### src/hw/axil_pkg.sv
package axil_pkg;

    // ~~~~~~~~~~~~~~~~~~~~~~~~~~~~~~~~~~~~~~~~
    // bus widths
    // ~~~~~~~~~~~~~~~~~~~~~~~~~~~~~~~~~~~~~~~~

    localparam int AXIL_ADDR_MAX_W = 32;    // widest address carried on AW/AR.
    localparam int AXIL_DATA_W     = 32;
    localparam int AXIL_STRB_W     = AXIL_DATA_W / 8;

    // ~~~~~~~~~~~~~~~~~~~~~~~~~~~~~~~~~~~~~~~~
    // response and protection
    // ~~~~~~~~~~~~~~~~~~~~~~~~~~~~~~~~~~~~~~~~

    typedef enum logic [1:0] {
        OKAY   = 2'b00,
        EXOKAY = 2'b01,
        SLVERR = 2'b10,
        DECERR = 2'b11
    } axil_resp_t;                          // bit 1 set means error.

    localparam logic [2:0] AXIL_PROT_DEFAULT = 3'b000;  // unprivileged, secure, data.

    // ~~~~~~~~~~~~~~~~~~~~~~~~~~~~~~~~~~~~~~~~
    // channel payloads
    // ~~~~~~~~~~~~~~~~~~~~~~~~~~~~~~~~~~~~~~~~

    // address beat, shared by AW and AR.
    // narrower buses use the low bits only.
    typedef logic [AXIL_ADDR_MAX_W-1:0] axil_aw_t;

    typedef struct packed {
        logic [AXIL_DATA_W-1:0] data;
        logic [AXIL_STRB_W-1:0] strb;       // one bit per data byte.
    } axil_w_t;

endpackage

### src/hw/host_cmd_pkg.sv
package host_cmd_pkg;

    // ~~~~~~~~~~~~~~~~~~~~~~~~~~~~~~~~~~~~~~~~
    // host command port
    // ~~~~~~~~~~~~~~~~~~~~~~~~~~~~~~~~~~~~~~~~

    typedef enum logic {
        CMD_READ  = 1'b0,
        CMD_WRITE = 1'b1
    } cmd_kind_t;

    // ~~~~~~~~~~~~~~~~~~~~~~~~~~~~~~~~~~~~~~~~
    // register map
    // ~~~~~~~~~~~~~~~~~~~~~~~~~~~~~~~~~~~~~~~~

    // word returned by register 0, ascii "AXL1".
    localparam logic [31:0] REG_ID_VALUE = 32'h41584c31;

    localparam int REG_ID_INDEX = 0;        // read-only slot.

endpackage

### src/hw/axil_chan_reg.sv
`timescale 1ns/1ps

// one beat of an outgoing AXI-Lite channel, held until the slave takes it
module axil_chan_reg #(
    parameter type payload_t = logic [31:0]
) (
    input  logic     clk,
    input  logic     rst,

    input  logic     load_valid,
    input  payload_t load_data,
    output logic     empty,

    output logic     out_valid,
    output payload_t out_data,
    input  logic     out_ready
);

    logic     full;
    payload_t beat;

    always_ff @(posedge clk) begin
        if (rst) begin
            full <= 1'b0;
        end else if (!full && load_valid) begin
            full <= 1'b1;                   // accepted only when empty.
        end else if (full && out_ready) begin
            full <= 1'b0;                   // receiver took the beat.
        end
    end

    always_ff @(posedge clk) begin
        if (!full && load_valid) begin
            beat <= load_data;
        end
    end

    assign empty     = ~full;
    assign out_valid = full;
    assign out_data  = beat;                // stable while valid is high.

endmodule

### src/hw/axil_master_ctrl.sv
`timescale 1ns/1ps

module axil_master_ctrl import axil_pkg::*, host_cmd_pkg::*; #(
    parameter int ADDR_W = 12
) (
    input  logic                   clk,
    input  logic                   rst,

    // host command port
    input  logic                   cmd_valid,
    output logic                   cmd_ready,
    input  cmd_kind_t              cmd_kind,
    input  logic [ADDR_W-1:0]      cmd_addr,
    input  logic [AXIL_DATA_W-1:0] cmd_wdata,
    input  logic [AXIL_STRB_W-1:0] cmd_wstrb,

    // host response port
    output logic                   rsp_valid,
    input  logic                   rsp_ready,
    output logic [AXIL_DATA_W-1:0] rsp_rdata,
    output logic                   rsp_err,

    // channel register load sides
    output logic                   aw_load,
    output axil_aw_t               aw_load_data,
    input  logic                   aw_empty,
    output logic                   w_load,
    output axil_w_t                w_load_data,
    input  logic                   w_empty,
    output logic                   ar_load,
    output axil_aw_t               ar_load_data,
    input  logic                   ar_empty,

    // response channels
    input  logic                   bvalid,
    input  axil_resp_t             bresp,
    output logic                   bready,
    input  logic                   rvalid,
    input  axil_resp_t             rresp,
    input  logic [AXIL_DATA_W-1:0] rdata,
    output logic                   rready
);

    typedef enum logic [1:0] {
        ST_IDLE,
        ST_SEND,
        ST_RESP,
        ST_HOLD
    } ctrl_state_t;

    ctrl_state_t state;
    ctrl_state_t state_next;

    logic cmd_take;
    logic is_write;
    logic sent;
    logic b_take;
    logic r_take;

    // ~~~~~~~~~~~~~~~~~~~~~~~~~~~~~~~~~~~~~~~~
    // command side
    // ~~~~~~~~~~~~~~~~~~~~~~~~~~~~~~~~~~~~~~~~

    assign cmd_take = cmd_valid && cmd_ready;

    // AW and W go out in the same cycle.
    assign aw_load      = cmd_take && (cmd_kind == CMD_WRITE);
    assign w_load       = cmd_take && (cmd_kind == CMD_WRITE);
    assign ar_load      = cmd_take && (cmd_kind == CMD_READ);
    assign aw_load_data = axil_aw_t'(cmd_addr);
    assign ar_load_data = axil_aw_t'(cmd_addr);
    assign w_load_data  = '{data: cmd_wdata, strb: cmd_wstrb};

    always_ff @(posedge clk) begin
        if (cmd_take) begin
            is_write <= (cmd_kind == CMD_WRITE);
        end
    end

    // both AW and W must be gone before B is awaited.
    assign sent = is_write ? (aw_empty && w_empty) : ar_empty;

    // ~~~~~~~~~~~~~~~~~~~~~~~~~~~~~~~~~~~~~~~~
    // state machine
    // ~~~~~~~~~~~~~~~~~~~~~~~~~~~~~~~~~~~~~~~~

    assign bready = (state == ST_RESP) && is_write;
    assign rready = (state == ST_RESP) && !is_write;
    assign b_take = bvalid && bready;       // wait on bvalid, not on bresp alone.
    assign r_take = rvalid && rready;

    always_comb begin
        state_next = state;
        case (state)
            ST_IDLE: begin
                if (cmd_take) begin
                    state_next = ST_SEND;
                end
            end
            ST_SEND: begin
                if (sent) begin
                    state_next = ST_RESP;
                end
            end
            ST_RESP: begin
                if (b_take || r_take) begin
                    state_next = ST_HOLD;
                end
            end
            ST_HOLD: begin
                if (rsp_ready) begin
                    state_next = ST_IDLE;
                end
            end
            default: state_next = ST_IDLE;
        endcase
    end

    always_ff @(posedge clk) begin
        if (rst) begin
            state     <= ST_IDLE;
            cmd_ready <= 1'b0;              // low through reset.
        end else begin
            state     <= state_next;
            cmd_ready <= (state_next == ST_IDLE);
        end
    end

    // ~~~~~~~~~~~~~~~~~~~~~~~~~~~~~~~~~~~~~~~~
    // response capture
    // ~~~~~~~~~~~~~~~~~~~~~~~~~~~~~~~~~~~~~~~~

    always_ff @(posedge clk) begin
        if (b_take) begin
            rsp_rdata <= '0;                // writes return no data.
            rsp_err   <= bresp[1];
        end else if (r_take) begin
            rsp_rdata <= rdata;
            rsp_err   <= rresp[1];          // SLVERR or DECERR.
        end
    end

    assign rsp_valid = (state == ST_HOLD);

endmodule

### src/hw/axil_regfile_slave.sv
`timescale 1ns/1ps

module axil_regfile_slave import axil_pkg::*, host_cmd_pkg::*; #(
    parameter int ADDR_W   = 12,
    parameter int NUM_REGS = 16
) (
    input  logic                   clk,
    input  logic                   rst,

    input  logic                   awvalid,
    output logic                   awready,
    input  logic [ADDR_W-1:0]      awaddr,
    input  logic [2:0]             awprot,

    input  logic                   wvalid,
    output logic                   wready,
    input  logic [AXIL_DATA_W-1:0] wdata,
    input  logic [AXIL_STRB_W-1:0] wstrb,

    output logic                   bvalid,
    input  logic                   bready,
    output axil_resp_t             bresp,

    input  logic                   arvalid,
    output logic                   arready,
    input  logic [ADDR_W-1:0]      araddr,
    input  logic [2:0]             arprot,

    output logic                   rvalid,
    input  logic                   rready,
    output logic [AXIL_DATA_W-1:0] rdata,
    output axil_resp_t             rresp
);

    localparam int IDX_W = (NUM_REGS > 1) ? $clog2(NUM_REGS) : 1;

    logic [AXIL_DATA_W-1:0] regs [1:NUM_REGS-1];  // slot 0 is the id word.

    logic [ADDR_W-3:0] aw_word;
    logic [ADDR_W-3:0] ar_word;
    logic [IDX_W-1:0]  aw_idx;
    logic [IDX_W-1:0]  ar_idx;
    logic              aw_hit;
    logic              ar_hit;
    logic              wr_take;
    logic              rd_take;
    logic              wr_ok;

    // low two address bits select a byte and are ignored.
    assign aw_word = awaddr[ADDR_W-1:2];
    assign ar_word = araddr[ADDR_W-1:2];
    assign aw_idx  = aw_word[IDX_W-1:0];
    assign ar_idx  = ar_word[IDX_W-1:0];
    assign aw_hit  = (aw_word < NUM_REGS);
    assign ar_hit  = (ar_word < NUM_REGS);

    assign wr_take = awready && awvalid && wvalid;
    assign rd_take = arready && arvalid;
    assign wr_ok   = aw_hit && (aw_idx != IDX_W'(REG_ID_INDEX));

    // ~~~~~~~~~~~~~~~~~~~~~~~~~~~~~~~~~~~~~~~~
    // write path
    // ~~~~~~~~~~~~~~~~~~~~~~~~~~~~~~~~~~~~~~~~

    always_ff @(posedge clk) begin
        if (rst) begin
            awready <= 1'b0;
            bvalid  <= 1'b0;
        end else begin
            // one-cycle pulse, only with no B outstanding.
            awready <= awvalid && wvalid && !awready && !bvalid;
            if (wr_take) begin
                bvalid <= 1'b1;
            end else if (bready) begin
                bvalid <= 1'b0;
            end
        end
    end

    assign wready = awready;                // AW and W accepted together.

    always_ff @(posedge clk) begin
        if (wr_take) begin
            bresp <= wr_ok ? OKAY : SLVERR;
        end
    end

    always_ff @(posedge clk) begin
        if (rst) begin
            for (int i = 1; i < NUM_REGS; i++) begin
                regs[i] <= '0;
            end
        end else if (wr_take && wr_ok) begin
            for (int b = 0; b < AXIL_STRB_W; b++) begin
                if (wstrb[b]) begin
                    regs[aw_idx][8*b +: 8] <= wdata[8*b +: 8];
                end
            end
        end
    end

    // ~~~~~~~~~~~~~~~~~~~~~~~~~~~~~~~~~~~~~~~~
    // read path
    // ~~~~~~~~~~~~~~~~~~~~~~~~~~~~~~~~~~~~~~~~

    always_ff @(posedge clk) begin
        if (rst) begin
            arready <= 1'b0;
            rvalid  <= 1'b0;
        end else begin
            arready <= arvalid && !arready && !rvalid;
            if (rd_take) begin
                rvalid <= 1'b1;
            end else if (rready) begin
                rvalid <= 1'b0;
            end
        end
    end

    always_ff @(posedge clk) begin
        if (rd_take) begin
            if (!ar_hit) begin
                rdata <= '0;                // out of range reads as zero.
                rresp <= SLVERR;
            end else if (ar_idx == IDX_W'(REG_ID_INDEX)) begin
                rdata <= REG_ID_VALUE;
                rresp <= OKAY;
            end else begin
                rdata <= regs[ar_idx];
                rresp <= OKAY;
            end
        end
    end

endmodule

### src/hw/axil_subsys_top.sv
`timescale 1ns/1ps

module axil_subsys_top import axil_pkg::*, host_cmd_pkg::*; #(
    parameter int ADDR_W   = 12,
    parameter int NUM_REGS = 16
) (
    input  logic                   clk,
    input  logic                   rst,

    input  logic                   cmd_valid,
    output logic                   cmd_ready,
    input  cmd_kind_t              cmd_kind,
    input  logic [ADDR_W-1:0]      cmd_addr,
    input  logic [AXIL_DATA_W-1:0] cmd_wdata,
    input  logic [AXIL_STRB_W-1:0] cmd_wstrb,

    output logic                   rsp_valid,
    input  logic                   rsp_ready,
    output logic [AXIL_DATA_W-1:0] rsp_rdata,
    output logic                   rsp_err
);

    // ~~~~~~~~~~~~~~~~~~~~~~~~~~~~~~~~~~~~~~~~
    // internal channels
    // ~~~~~~~~~~~~~~~~~~~~~~~~~~~~~~~~~~~~~~~~

    logic                   aw_load, w_load, ar_load;
    axil_aw_t               aw_load_data, ar_load_data;
    axil_w_t                w_load_data;
    logic                   aw_empty, w_empty, ar_empty;

    logic                   awvalid, awready;
    axil_aw_t               awaddr;
    logic                   wvalid, wready;
    axil_w_t                w_beat;
    logic                   arvalid, arready;
    axil_aw_t               araddr;

    logic                   bvalid, bready;
    axil_resp_t             bresp;
    logic                   rvalid, rready;
    axil_resp_t             rresp;
    logic [AXIL_DATA_W-1:0] rdata;

    axil_master_ctrl #(.ADDR_W(ADDR_W)) ctrl0 (
        .clk, .rst,
        .cmd_valid, .cmd_ready, .cmd_kind, .cmd_addr, .cmd_wdata, .cmd_wstrb,
        .rsp_valid, .rsp_ready, .rsp_rdata, .rsp_err,
        .aw_load, .aw_load_data, .aw_empty,
        .w_load, .w_load_data, .w_empty,
        .ar_load, .ar_load_data, .ar_empty,
        .bvalid, .bresp, .bready,
        .rvalid, .rresp, .rdata, .rready
    );

    axil_chan_reg #(.payload_t(axil_aw_t)) aw_reg0 (
        .clk, .rst,
        .load_valid(aw_load), .load_data(aw_load_data), .empty(aw_empty),
        .out_valid(awvalid), .out_data(awaddr), .out_ready(awready)
    );

    axil_chan_reg #(.payload_t(axil_w_t)) w_reg0 (
        .clk, .rst,
        .load_valid(w_load), .load_data(w_load_data), .empty(w_empty),
        .out_valid(wvalid), .out_data(w_beat), .out_ready(wready)
    );

    axil_chan_reg #(.payload_t(axil_aw_t)) ar_reg0 (
        .clk, .rst,
        .load_valid(ar_load), .load_data(ar_load_data), .empty(ar_empty),
        .out_valid(arvalid), .out_data(araddr), .out_ready(arready)
    );

    axil_regfile_slave #(.ADDR_W(ADDR_W), .NUM_REGS(NUM_REGS)) slave0 (
        .clk, .rst,
        .awvalid, .awready, .awaddr(awaddr[ADDR_W-1:0]), .awprot(AXIL_PROT_DEFAULT),
        .wvalid, .wready, .wdata(w_beat.data), .wstrb(w_beat.strb),
        .bvalid, .bready, .bresp,
        .arvalid, .arready, .araddr(araddr[ADDR_W-1:0]), .arprot(AXIL_PROT_DEFAULT),
        .rvalid, .rready, .rdata, .rresp
    );

endmodule

### config.mk
export PLATFORM = sky130hd
export DESIGN_NAME = axil_subsys_top
export DESIGN_NICKNAME = d
export VERILOG_FILES = /design/src/hw/axil_pkg.sv /design/src/hw/host_cmd_pkg.sv /design/src/hw/axil_chan_reg.sv /design/src/hw/axil_master_ctrl.sv /design/src/hw/axil_regfile_slave.sv /design/src/hw/axil_subsys_top.sv
export SDC_FILE = /design/constraint.sdc
export NUM_CORES = 1
export LEC_CHECK = 0
export BUFFER_PORTS_ARGS = -buffer_cell sky130_fd_sc_hd__clkbuf_2
export CELL_PAD_IN_SITES_DETAIL_PLACEMENT = 0
export CELL_PAD_IN_SITES_GLOBAL_PLACEMENT = 1
export CORE_UTILIZATION = 57
export CTS_CLUSTER_SIZE = 25
export DETAILED_ROUTE_END_ITERATION = 8
export GPL_ROUTABILITY_DRIVEN = 0
export PLACE_DENSITY_LB_ADDON = 0.1
export SLEW_MARGIN = 15
export SYNTH_ARGS = -nofsm -noshare
export SYNTH_HDL_FRONTEND = slang
export SYNTH_SLANG_ARGS = --single-unit
### constraint.sdc
create_clock -name clk -period 6.71 [get_ports clk]
set_input_delay 0.3355 -clock clk [delete_from_list [all_inputs] [get_ports clk]]
set_output_delay 0.3355 -clock clk [all_outputs]
set_load 0.1 [all_outputs]
# Word-level counts from Yosys, hierarchy flattened

Memories as Yosys holds them, arrays and structs flattened. A register that Yosys moved wholly into a read port is not among the register bits.
Index checks and enable logic that the tools add are counted.

Register bits after elaboration: 140
Latch bits: 0
Memory bits (writable): 480
Bits in read-only memories: 0
Input port bits: 53
Output and inout port bits: 35
Word-level logic and storage cells: 117
Memories: 1

Add/sub/neg operators: 0
$mul: 0
Div/mod/pow operators: 0
$lt $le $gt $ge: 2
Eq/ne operators: 3
Shift operators: 0
Mux-type cells: 43
Bitwise gates (word level): 5
Reductions and logical operators: 43

Memory list:

| name        | words | bits a word | read ports | clocked after Yosys merged registers in | wr ports | RTL line                 | RTL |
|---|---|---|---|---|---|---|---|
| slave0.regs | 15    | 32          | 1          | 1                                       | 15       | axil_regfile_slave.sv:37 | `logic [AXIL_DATA_W-1:0] regs [1:NUM_REGS-1];` |

Operator list:

| kind                                                                  | count |
|---|---|
| 32-bit two-way mux                                                    | 1 |
| 32-bit OR reduction                                                   | 1 |
| 1-bit two-way mux                                                     | 31 |
| 31-bit two-way mux                                                    | 1 |
| 1-bit logical AND                                                     | 22 |
| 10-bit by 5-bit < comparator with 1-bit output, second input constant | 2 |
| 2-bit two-way mux                                                     | 6 |
| 4-bit two-way mux                                                     | 3 |
| 2-bit nonzero test                                                    | 6 |
| 1-bit logical NOT                                                     | 8 |
| 2-bit case mux with 4 select lines                                    | 1 |
| 1-bit inverter                                                        | 5 |
| 2-bit equality test, second input constant                            | 2 |
| 2-bit logical NOT                                                     | 2 |
| 4-bit logical NOT                                                     | 1 |
| 4-bit nonzero test                                                    | 1 |
| 2-bit by 1-bit equality test with 1-bit output, second input constant | 1 |
| 2-bit OR reduction                                                    | 1 |
| 1-bit logical OR                                                      | 1 |

# Depth between registers and ports, before layout

Gate-level depths: netlist of the first run.

Depth after elaboration: 8
Gate-level depth with buffers: 7
Mapped depth without buffers: 4

# Hierarchy

A second synthesis of the first run with hierarchy kept.

Cells, all modules: 2001
Area total of the unflattened synthesis: 29862.4 µm²

Modules (own cells, without submodules):

| module                       | times used | cells an instance | area each (µm²) | sequential area each (µm²) |
|---|---|---|---|---|
| axil_regfile_slave           | 1          | 1609              | 24398.4         | 16145.5 |
| axil_master_ctrl             | 1          | 276               | 2326.0          | 760.7 |
| axil_chan_reg at ar_reg0 ... | 2          | 37                | 1004.7          | 980.9 |
| axil_chan_reg at w_reg0      | 1          | 41                | 1124.8          | 1101.1 |
| axil_subsys_top              | 1          | 1                 | 3.8             | 0.0 |

# Worst setup path after synthesis of the first run

No wires, ideal clock.

Kind: register -> register
Start: reg ctrl0.cmd_ready
End: reg w_reg0.beat, in the netlist w_reg0.out_data[0], enable pin
Library setup time: 431 ps
Data arrival time: 2747 ps
Data required time: 6279 ps
Setup slack: 3533 ps
Stages on the path, launching flop included: 3
Buffers on the path: 0
Clock period less this slack: 3177 ps
Path through: dfxtp_1 > nand3_1 > nor2_1

Cells in the longest elaborated chain, start to end: 3

Ends and longest elaborated chain:

| item                   | RTL line                | RTL |
|---|---|---|
| start, declared        | axil_master_ctrl.sv:11  | `output logic cmd_ready,` |
| start signal, assigned | axil_master_ctrl.sv:125 | `cmd_ready <= (state_next == ST_IDLE);` |
| 1-bit logical AND      | axil_master_ctrl.sv:64  | `assign cmd_take = cmd_valid && cmd_ready;` |
| 1-bit logical AND      | axil_master_ctrl.sv:68  | `assign w_load = cmd_take && (cmd_kind == CMD_WRITE);` |
| 1-bit logical AND      | axil_chan_reg.sv:33     | `if (!full && load_valid) begin` |
| end signal, assigned   | axil_chan_reg.sv:34     | `beat <= load_data;` |
| end, declared          | axil_chan_reg.sv:20     | `payload_t beat;` |

No other way between the ends.
A chain may end at the register's enable or synchronous reset.

==> run_results.csv, run 1 <==
group,metric,value,unit
status,status,"complete, no violations",
critical_path,critPathTopFamily,"simple AND/OR/NAND/NOR gates",
routing,vias,15007,
sta,slew_headroom,21.5,%
global_route,gr-total-overflow,0,
sta,rsz0062_at_grt,"no",
critical_path,path_buf_inv,0,
routing,routedWlPerCell,24.4,um
critical_path,critPathArrivalTime,3.42,ns
global_route,antenna_found_initial,0,
routing,drtPass1Iterations,5,
layout,final_nets,1961,
sta,clock.fmax,319,MHz
global_route,grt_first_pass_wirelength,94300,um
power,power.total,8.88,mW
critical_path,crit_path_start_kind,"flip-flop",
placement,dp_slack,3.18,ns
die,num_rows,80,
sta,min_period,3.14,ns
die,ios,88,
layout,drive_above_1_share,22.5,%
worst_hold_path,min_path_cells,1,
clock_tree,clock_tree.root_cell,"clkbuf_16",
clock_tree,cts-resized-gates,0,
logic_synthesis,ys_warn_count,0,
critical_path,path_max_fanout,14,
clock_tree,tritoncts,"yes",
sta,worstMarginPinSlew,1.17,ns
placement,dp.final_hpwl,39000,um
critical_path,r2r-start,"aw_reg0.out_data[11]",
critical_path,timing.critical_path.mode_cell,"nor2_1",
layout,fin_area,31700,um^2
critical_path,rrSetupSlack,3.57,ns
die,fp.dieH,223,um
placement,placed_cells_incl_taps,2407,
clock_tree,cts.sinks,650,
sta,finalWorstSetupSlack,3.57,ns
sta,hold_viol_final,0,
logic_synthesis,synth_cell_types,42,
clock_tree,clk_latency,0.61,ns
critical_path,path_class,"reg -> reg",
routing,drt_iter0_drc,1135,
critical_path,cp_slowest_cell,"nor2_1",
sta,finalSetupTns,0,ns
global_route,grt_max_degree,72,
routing,wl,63100,um
clock_tree,path_clk_slew,0.06,ns
logic_synthesis,avgSynthCellArea,15.9,um^2
sta,setup_viol,0,
layout,area_growth,13.3,%
logic_synthesis,mappedNetlistArea,28000,um^2
critical_path,r2r-end,"slave0.regs[8][12]",
logic_synthesis,yosysTopAreaCell,"edfxtp_1",
die,initial_core_util,58.2,%
run,drv_cap,0,
global_route,grt_use_total,26.0,%
critical_path,required,6.99,ns
power,leakage,11.6,nW
die,die_area,49900,um^2
sta,slew_violations,0,
power,power_density,280,nW/um^2
global_route,grt_pass1_vias,15217,
routing,antenna_left,0,
critical_path,crit_chain,"nor2_1, nand4_1, nor2_1, or2_2",
sta,clock_skew,0.0227,ns
clock_tree,cts_buffers,69,
critical_path,rr_worst_depth,4,
power,vdd_drop_max,0.169,mV
logic_synthesis,synth.area.top_cells,"edfxtp_1 (65%), and2_1 (11%), mux4_2 (10%), dfxtp_1 (3.3%), mux2i_1 (1.9%)",
routing,routed_via_density,5.81,
layout,fin_cells,2581,
die,die_x,223,um
routing,drc,0,
logic_synthesis,synth-seq-area-share,68.2,%
worst_hold_path,holdCritStartpoint,"cmd_addr[3]",
logic_synthesis,yosysTopAreaCellShare,64.9,%
sta,post-route-period-util,46.8,%
logic_synthesis,synth_seq_cells,650,
die,core,48000,um^2
critical_path,end_kind,"flip-flop",
worst_hold_path,hp-class,"in -> reg",
logic_synthesis,syn_inst,1764,
clock_tree,htree_levels,3,
critical_path,max_stage_delay,0.90,ns
clock_tree,cts_buffer_depth,3,
worst_hold_path,whs_endpoint,"ar_reg0.out_data[3]",
placement,placed_cell_area,29000,um^2
placement,port_buffers,85,
[synth_stat cells (all sizes together)]
cell    count
nand4b      1
nand4      12
or3b        1
dfxtp      46
mux4      128
nor4        4
nor2       61
mux2i      53
a21o        1
or3         2
buf        42
nor3       15
nand3b      3
and3        1
nand2      74
edfxtp    604
a211oi     11
and4b       1
conb        1
and2      482
nor2b       5
clkbuf     59
nor4b       1
mux2        5
o22ai      32
nand2b      3
or2        61
inv         8
nand3       3
nor3b       2
o21ai       3
a21oi      38
o31ai       1
[routing by layer]
layer / GRT usage, % / vias to the layer above / routed length, um / share of wire [%]
met5: 0 / - / 0 / 0
met4: 7.42 / 0 / 1230 / 1.9
met3: 4.08 / 90 / 3250 / 5.2
met2: 43.3 / 391 / 31800 / 50
met1: 35.9 / 7716 / 26800 / 43
li1: - / 6810 / - / -
[how the worst max path moves through the flow]
stage,start,endpoint,slack (ns),cells past startpoint
CTS,aw_reg0.out_data[11],slave0.regs[8][13],3.57,4
global route,aw_reg0.out_data[11],slave0.regs[8][13],3.41,4
detailed placement,rst,slave0.regs[15][2],3.18,6
finish,aw_reg0.out_data[11],slave0.regs[8][12],3.57,4
global placement,rst,slave0.regs[15][10],3.21,6
floorplan,ctrl0.cmd_ready,w_reg0.out_data[0],3.53,2
[per-stage QoR]
stage | util, % | hold WS, ns
3_3_place_gp | 60.3 | 0.432
2_1_floorplan | - | 0.412
3_5_place_dp | 60.3 | 0.448
5_1_grt | 65.9 | 0.0349
4_1_cts | 65.9 | 0.0135
6_report | 65.9 | 0.0450
[power by group]
group / leakage, nW / internal (mW) / switching (mW)
sequential: 6.52 / 4.54 / 0.0848
clock: 1.11 / 2.24 / 1.57
combinational: 3.96 / 0.193 / 0.255
total: 11.6 / 6.97 / 1.91
[what timing repair did]
| action | in CTS | in global routing |
|---|---|---|
| hold buffers | 45 | 0 |
| hold endpoints to repair | 55 | 0 |
| setup buffers | 0 | 0 |
| setup endpoints to repair | 0 | 0 |
[cell families (layout without fill, tap and decap cells)]
group                  Yosys count  after routing  share of synthesized area (%)
and+or+nand+nor                732            732                           15.9
DFF                            650            650                           68.2
muxes                          186            186                           12.4
buffers and inverters          109            279                           1.69
AOI/OAI and AO/OA               86             86                           1.80
other                            1             33                         0.0134
[sequential cells by signal (all words and copies together) (netlist names), 2 cells and up, named ones only]
name	cells
ar_reg0.out_data	10
aw_reg0.out_data	10
ctrl0.rsp_rdata	32
ctrl0.state	2
slave0.rdata	32
slave0.regs	512
w_reg0.out_data	36
[placed cells by master, fill, tap and decap left out, drive strengths merged]
| cell | instances |
|---|---|
| mux2 | 5 |
| nand4 | 12 |
| clkinv | 25 |
| edfxtp | 604 |
| nor2 | 61 |
| and2 | 482 |
| nand3b | 3 |
| a21oi | 38 |
| and3 | 1 |
| nand4b | 1 |
| or3b | 1 |
| o31ai | 1 |
| buf | 13 |
| nor4 | 4 |
| or3 | 2 |
| dfxtp | 46 |
| o22ai | 32 |
| or2 | 61 |
| nand2 | 74 |
| mux4 | 128 |
| diode | 1 |
| o21ai | 3 |
| nand3 | 3 |
| nor4b | 1 |
| and4b | 1 |
| nor2b | 5 |
| a21o | 1 |
| clkbuf | 176 |
| nand2b | 3 |
| mux2i | 53 |
| nor3b | 2 |
| dlygate4sd3 | 45 |
| conb | 32 |
| a211oi | 11 |
| inv | 14 |
| bufinv | 6 |
| nor3 | 15 |
[layout make-up]
type	instances	area, um^2
Fill cell	3433	16400
Timing Repair Buffer	143	986
Sequential cell	650	19100
Inverter	8	30.0
Clock buffer	91	1900
Antenna cell	1	2.50
Clock inverter	37	348
Tap cell	615	769
Multi-Input combinational cell	1036	8570
(Power assumes the default switching activity.)
==> run 2: changes to the inputs <==
--- a/config.mk
+++ b/config.mk
@@ -8,7 +8,7 @@
 export BUFFER_PORTS_ARGS = -buffer_cell sky130_fd_sc_hd__clkbuf_2
 export CELL_PAD_IN_SITES_DETAIL_PLACEMENT = 0
 export CELL_PAD_IN_SITES_GLOBAL_PLACEMENT = 1
-export CORE_UTILIZATION = 57
+export CORE_UTILIZATION = 48
 export CTS_CLUSTER_SIZE = 25
 export DETAILED_ROUTE_END_ITERATION = 8
 export GPL_ROUTABILITY_DRIVEN = 0
==> constraint.sdc (replaced) <==
create_clock -name clk -period 2.65 [get_ports clk]
set_input_delay 0.1325 -clock clk [delete_from_list [all_inputs] [get_ports clk]]
set_output_delay 0.1325 -clock clk [all_outputs]
set_load 0.1 [all_outputs]
==> run_results.csv, run 2 (synthesis results as in run 1) <==
group,metric,value,unit
worst_hold_path,whs_endpoint,"ctrl0.state[0]",
global_route,grt_first_pass_wirelength,99100,um
clock_tree,cts_buffer_depth,3,
global_route,antenna_found_initial,0,
global_route,grt_use_total,23.1,%
clock_tree,cts_buffers,71,
sta,slew_violations,0,
run,drv_cap,0,
die,ios,88,
critical_path,r2r-start,"w_reg0.out_valid",
routing,drt_iter0_drc,998,
layout,largest_register_ffs,512,
routing,antenna_left,0,
sta,post-route-period-util,89.5,%
sta,finalWorstSetupSlack,0.279,ns
critical_path,path_max_fanout,9,
global_route,met3_usage,4.15,%
sta,hold_viol_final,0,
layout,final_nets,2044,
clock_tree,htree_levels,3,
layout,regMostFlops,"slave0.regs",
layout,fill_cells,4603,
global_route,grt_max_degree,71,
placement,port_buffers,85,
routing,routedWlPerCell,23.7,um
power,power.total,22.1,mW
worst_hold_path,hp-class,"in -> reg",
die,core,57600,um^2
die,die_x,243,um
placement,placed_cell_area,29800,um^2
clock_tree,clk_latency,0.60,ns
die,fp.dieH,243,um
sta,slew_headroom,42.4,%
sta,finalSetupTns,0,ns
critical_path,end_kind,"flip-flop",
sta,whs,0.205,ns
global_route,grtUsageMet2,38.1,%
layout,drive_above_1_share,24.8,%
layout,most-common-layout-cells,"edfxtp_1 (604), and2_1 (482), mux4_2 (128), clkbuf_2 (85), buf_4 (83)",
clock_tree,clock_tree.root_cell,"clkbuf_16",
sta,rsz0062_at_grt,"no",
sta,setup_viol,0,
critical_path,required,2.93,ns
routing,wl,66600,um
clock_tree,cts.sinks,650,
critical_path,crit_path_start_kind,"flip-flop",
placement,dp.final_hpwl,42700,um
worst_hold_path,holdCritStartpoint,"rst",
critical_path,critPathArrivalTime,2.65,ns
placement,dp_slack,0.281,ns
power,vdd_drop_max,0.451,mV
routing,routed_via_density,5.40,
clock_tree,postCtsSetupBuffers,0,
status,status,"complete, no violations",
layout,antenna_cells,0,
layout,mostFrequentLayoutCell,"edfxtp_1",
global_route,grtUsageMet1,31.3,%
critical_path,path_class,"reg -> reg",
routing,vias,15158,
critical_path,rr_worst_depth,5,
die,die_area,59200,um^2
routing,drtPass1Iterations,5,
critical_path,rrSetupSlack,0.28,ns
die,num_rows,88,
sta,clock.fmax,422,MHz
clock_tree,path_clk_slew,0.06,ns
layout,area_growth,15.9,%
power,leakage,12.0,nW
worst_hold_path,min_path_cells,3,
clock_tree,tritoncts,"yes",
sta,min_period,2.37,ns
global_route,grt.busiest_layer,"met2",
global_route,gr-total-overflow,0,
die,initial_core_util,48.6,%
power,power_density,683,nW/um^2
layout,fin_area,32400,um^2
critical_path,r2r-end,"slave0.regs[3][24]",
sta,worstMarginPinSlew,0.863,ns
routing,drc,0,
global_route,grt_pass1_vias,15564,
sta,clock_skew,0.0241,ns
[run 2: layer usage]
metal  wire, um  vias to the layer above
met5          0                        -
met4       1690                        0
met3       3270                      106
met2      33000                      318
met1      28600                     7789
li1           -                     6945
[run 2: layout make-up]
| cell class | count | area, um^2 | area share, % |
|---|---|---|---|
| tap | 765 | 957 | 2.95 |
| inverter | 8 | 30.0 | 0.0926 |
| clock buffer | 98 | 1960 | 6.05 |
| clock inverter | 24 | 154 | 0.475 |
| multi-input combinational | 1036 | 8570 | 26.4 |
| timing repair buffer | 224 | 1680 | 5.18 |
| sequential | 650 | 19100 | 58.8 |
[run 2: where the power goes]
group	internal, mW	switching [mW]	total, mW
combinational	0.515	0.693	1.21
sequential	11.5	0.190	11.7
clock	5.33	3.89	9.22
[run 2: how the worst max path moves through the flow]
stage                    endpoint  cells past startpoint  slack (ns)           startpoint
4_1_cts        slave0.regs[3][24]                      5        0.27     w_reg0.out_valid
2_1_floorplan  w_reg0.out_data[0]                      2        0.05      ctrl0.cmd_ready
3_5_place_dp    slave0.regs[1][8]                      5        0.28  aw_reg0.out_data[9]
6_report       slave0.regs[3][24]                      5        0.28     w_reg0.out_valid
5_1_grt        slave0.regs[1][12]                      5        0.16  aw_reg0.out_data[9]
3_3_place_gp    slave0.regs[3][9]                      5        0.29  aw_reg0.out_data[9]
[run 2: critical path, cell delays in order (launching register included)]
cell     delay, ns
dfxtp_1       0.43
and4b_1       0.29
nand3_2       0.28
buf_4         0.26
nor3_2        0.44
or2_2         0.35
[run 2: repair_timing]
| action | 4_1_cts | 5_1_grt |
|---|---|---|
| hold endpoints to repair | 65 | 0 |
| endpoints found under the setup margin | 0 | 0 |
| gates resized for setup | 0 | 0 |
| hold buffers | 49 | 0 |
[run 2: stage by stage]
step                      utilization [%]  instances
after global placement               51.8       2634
after detailed placement             51.8       2634
after global routing                 56.3       2805
final                                56.3       2805
after CTS                            56.3       2805
after floorplan                         -       1795
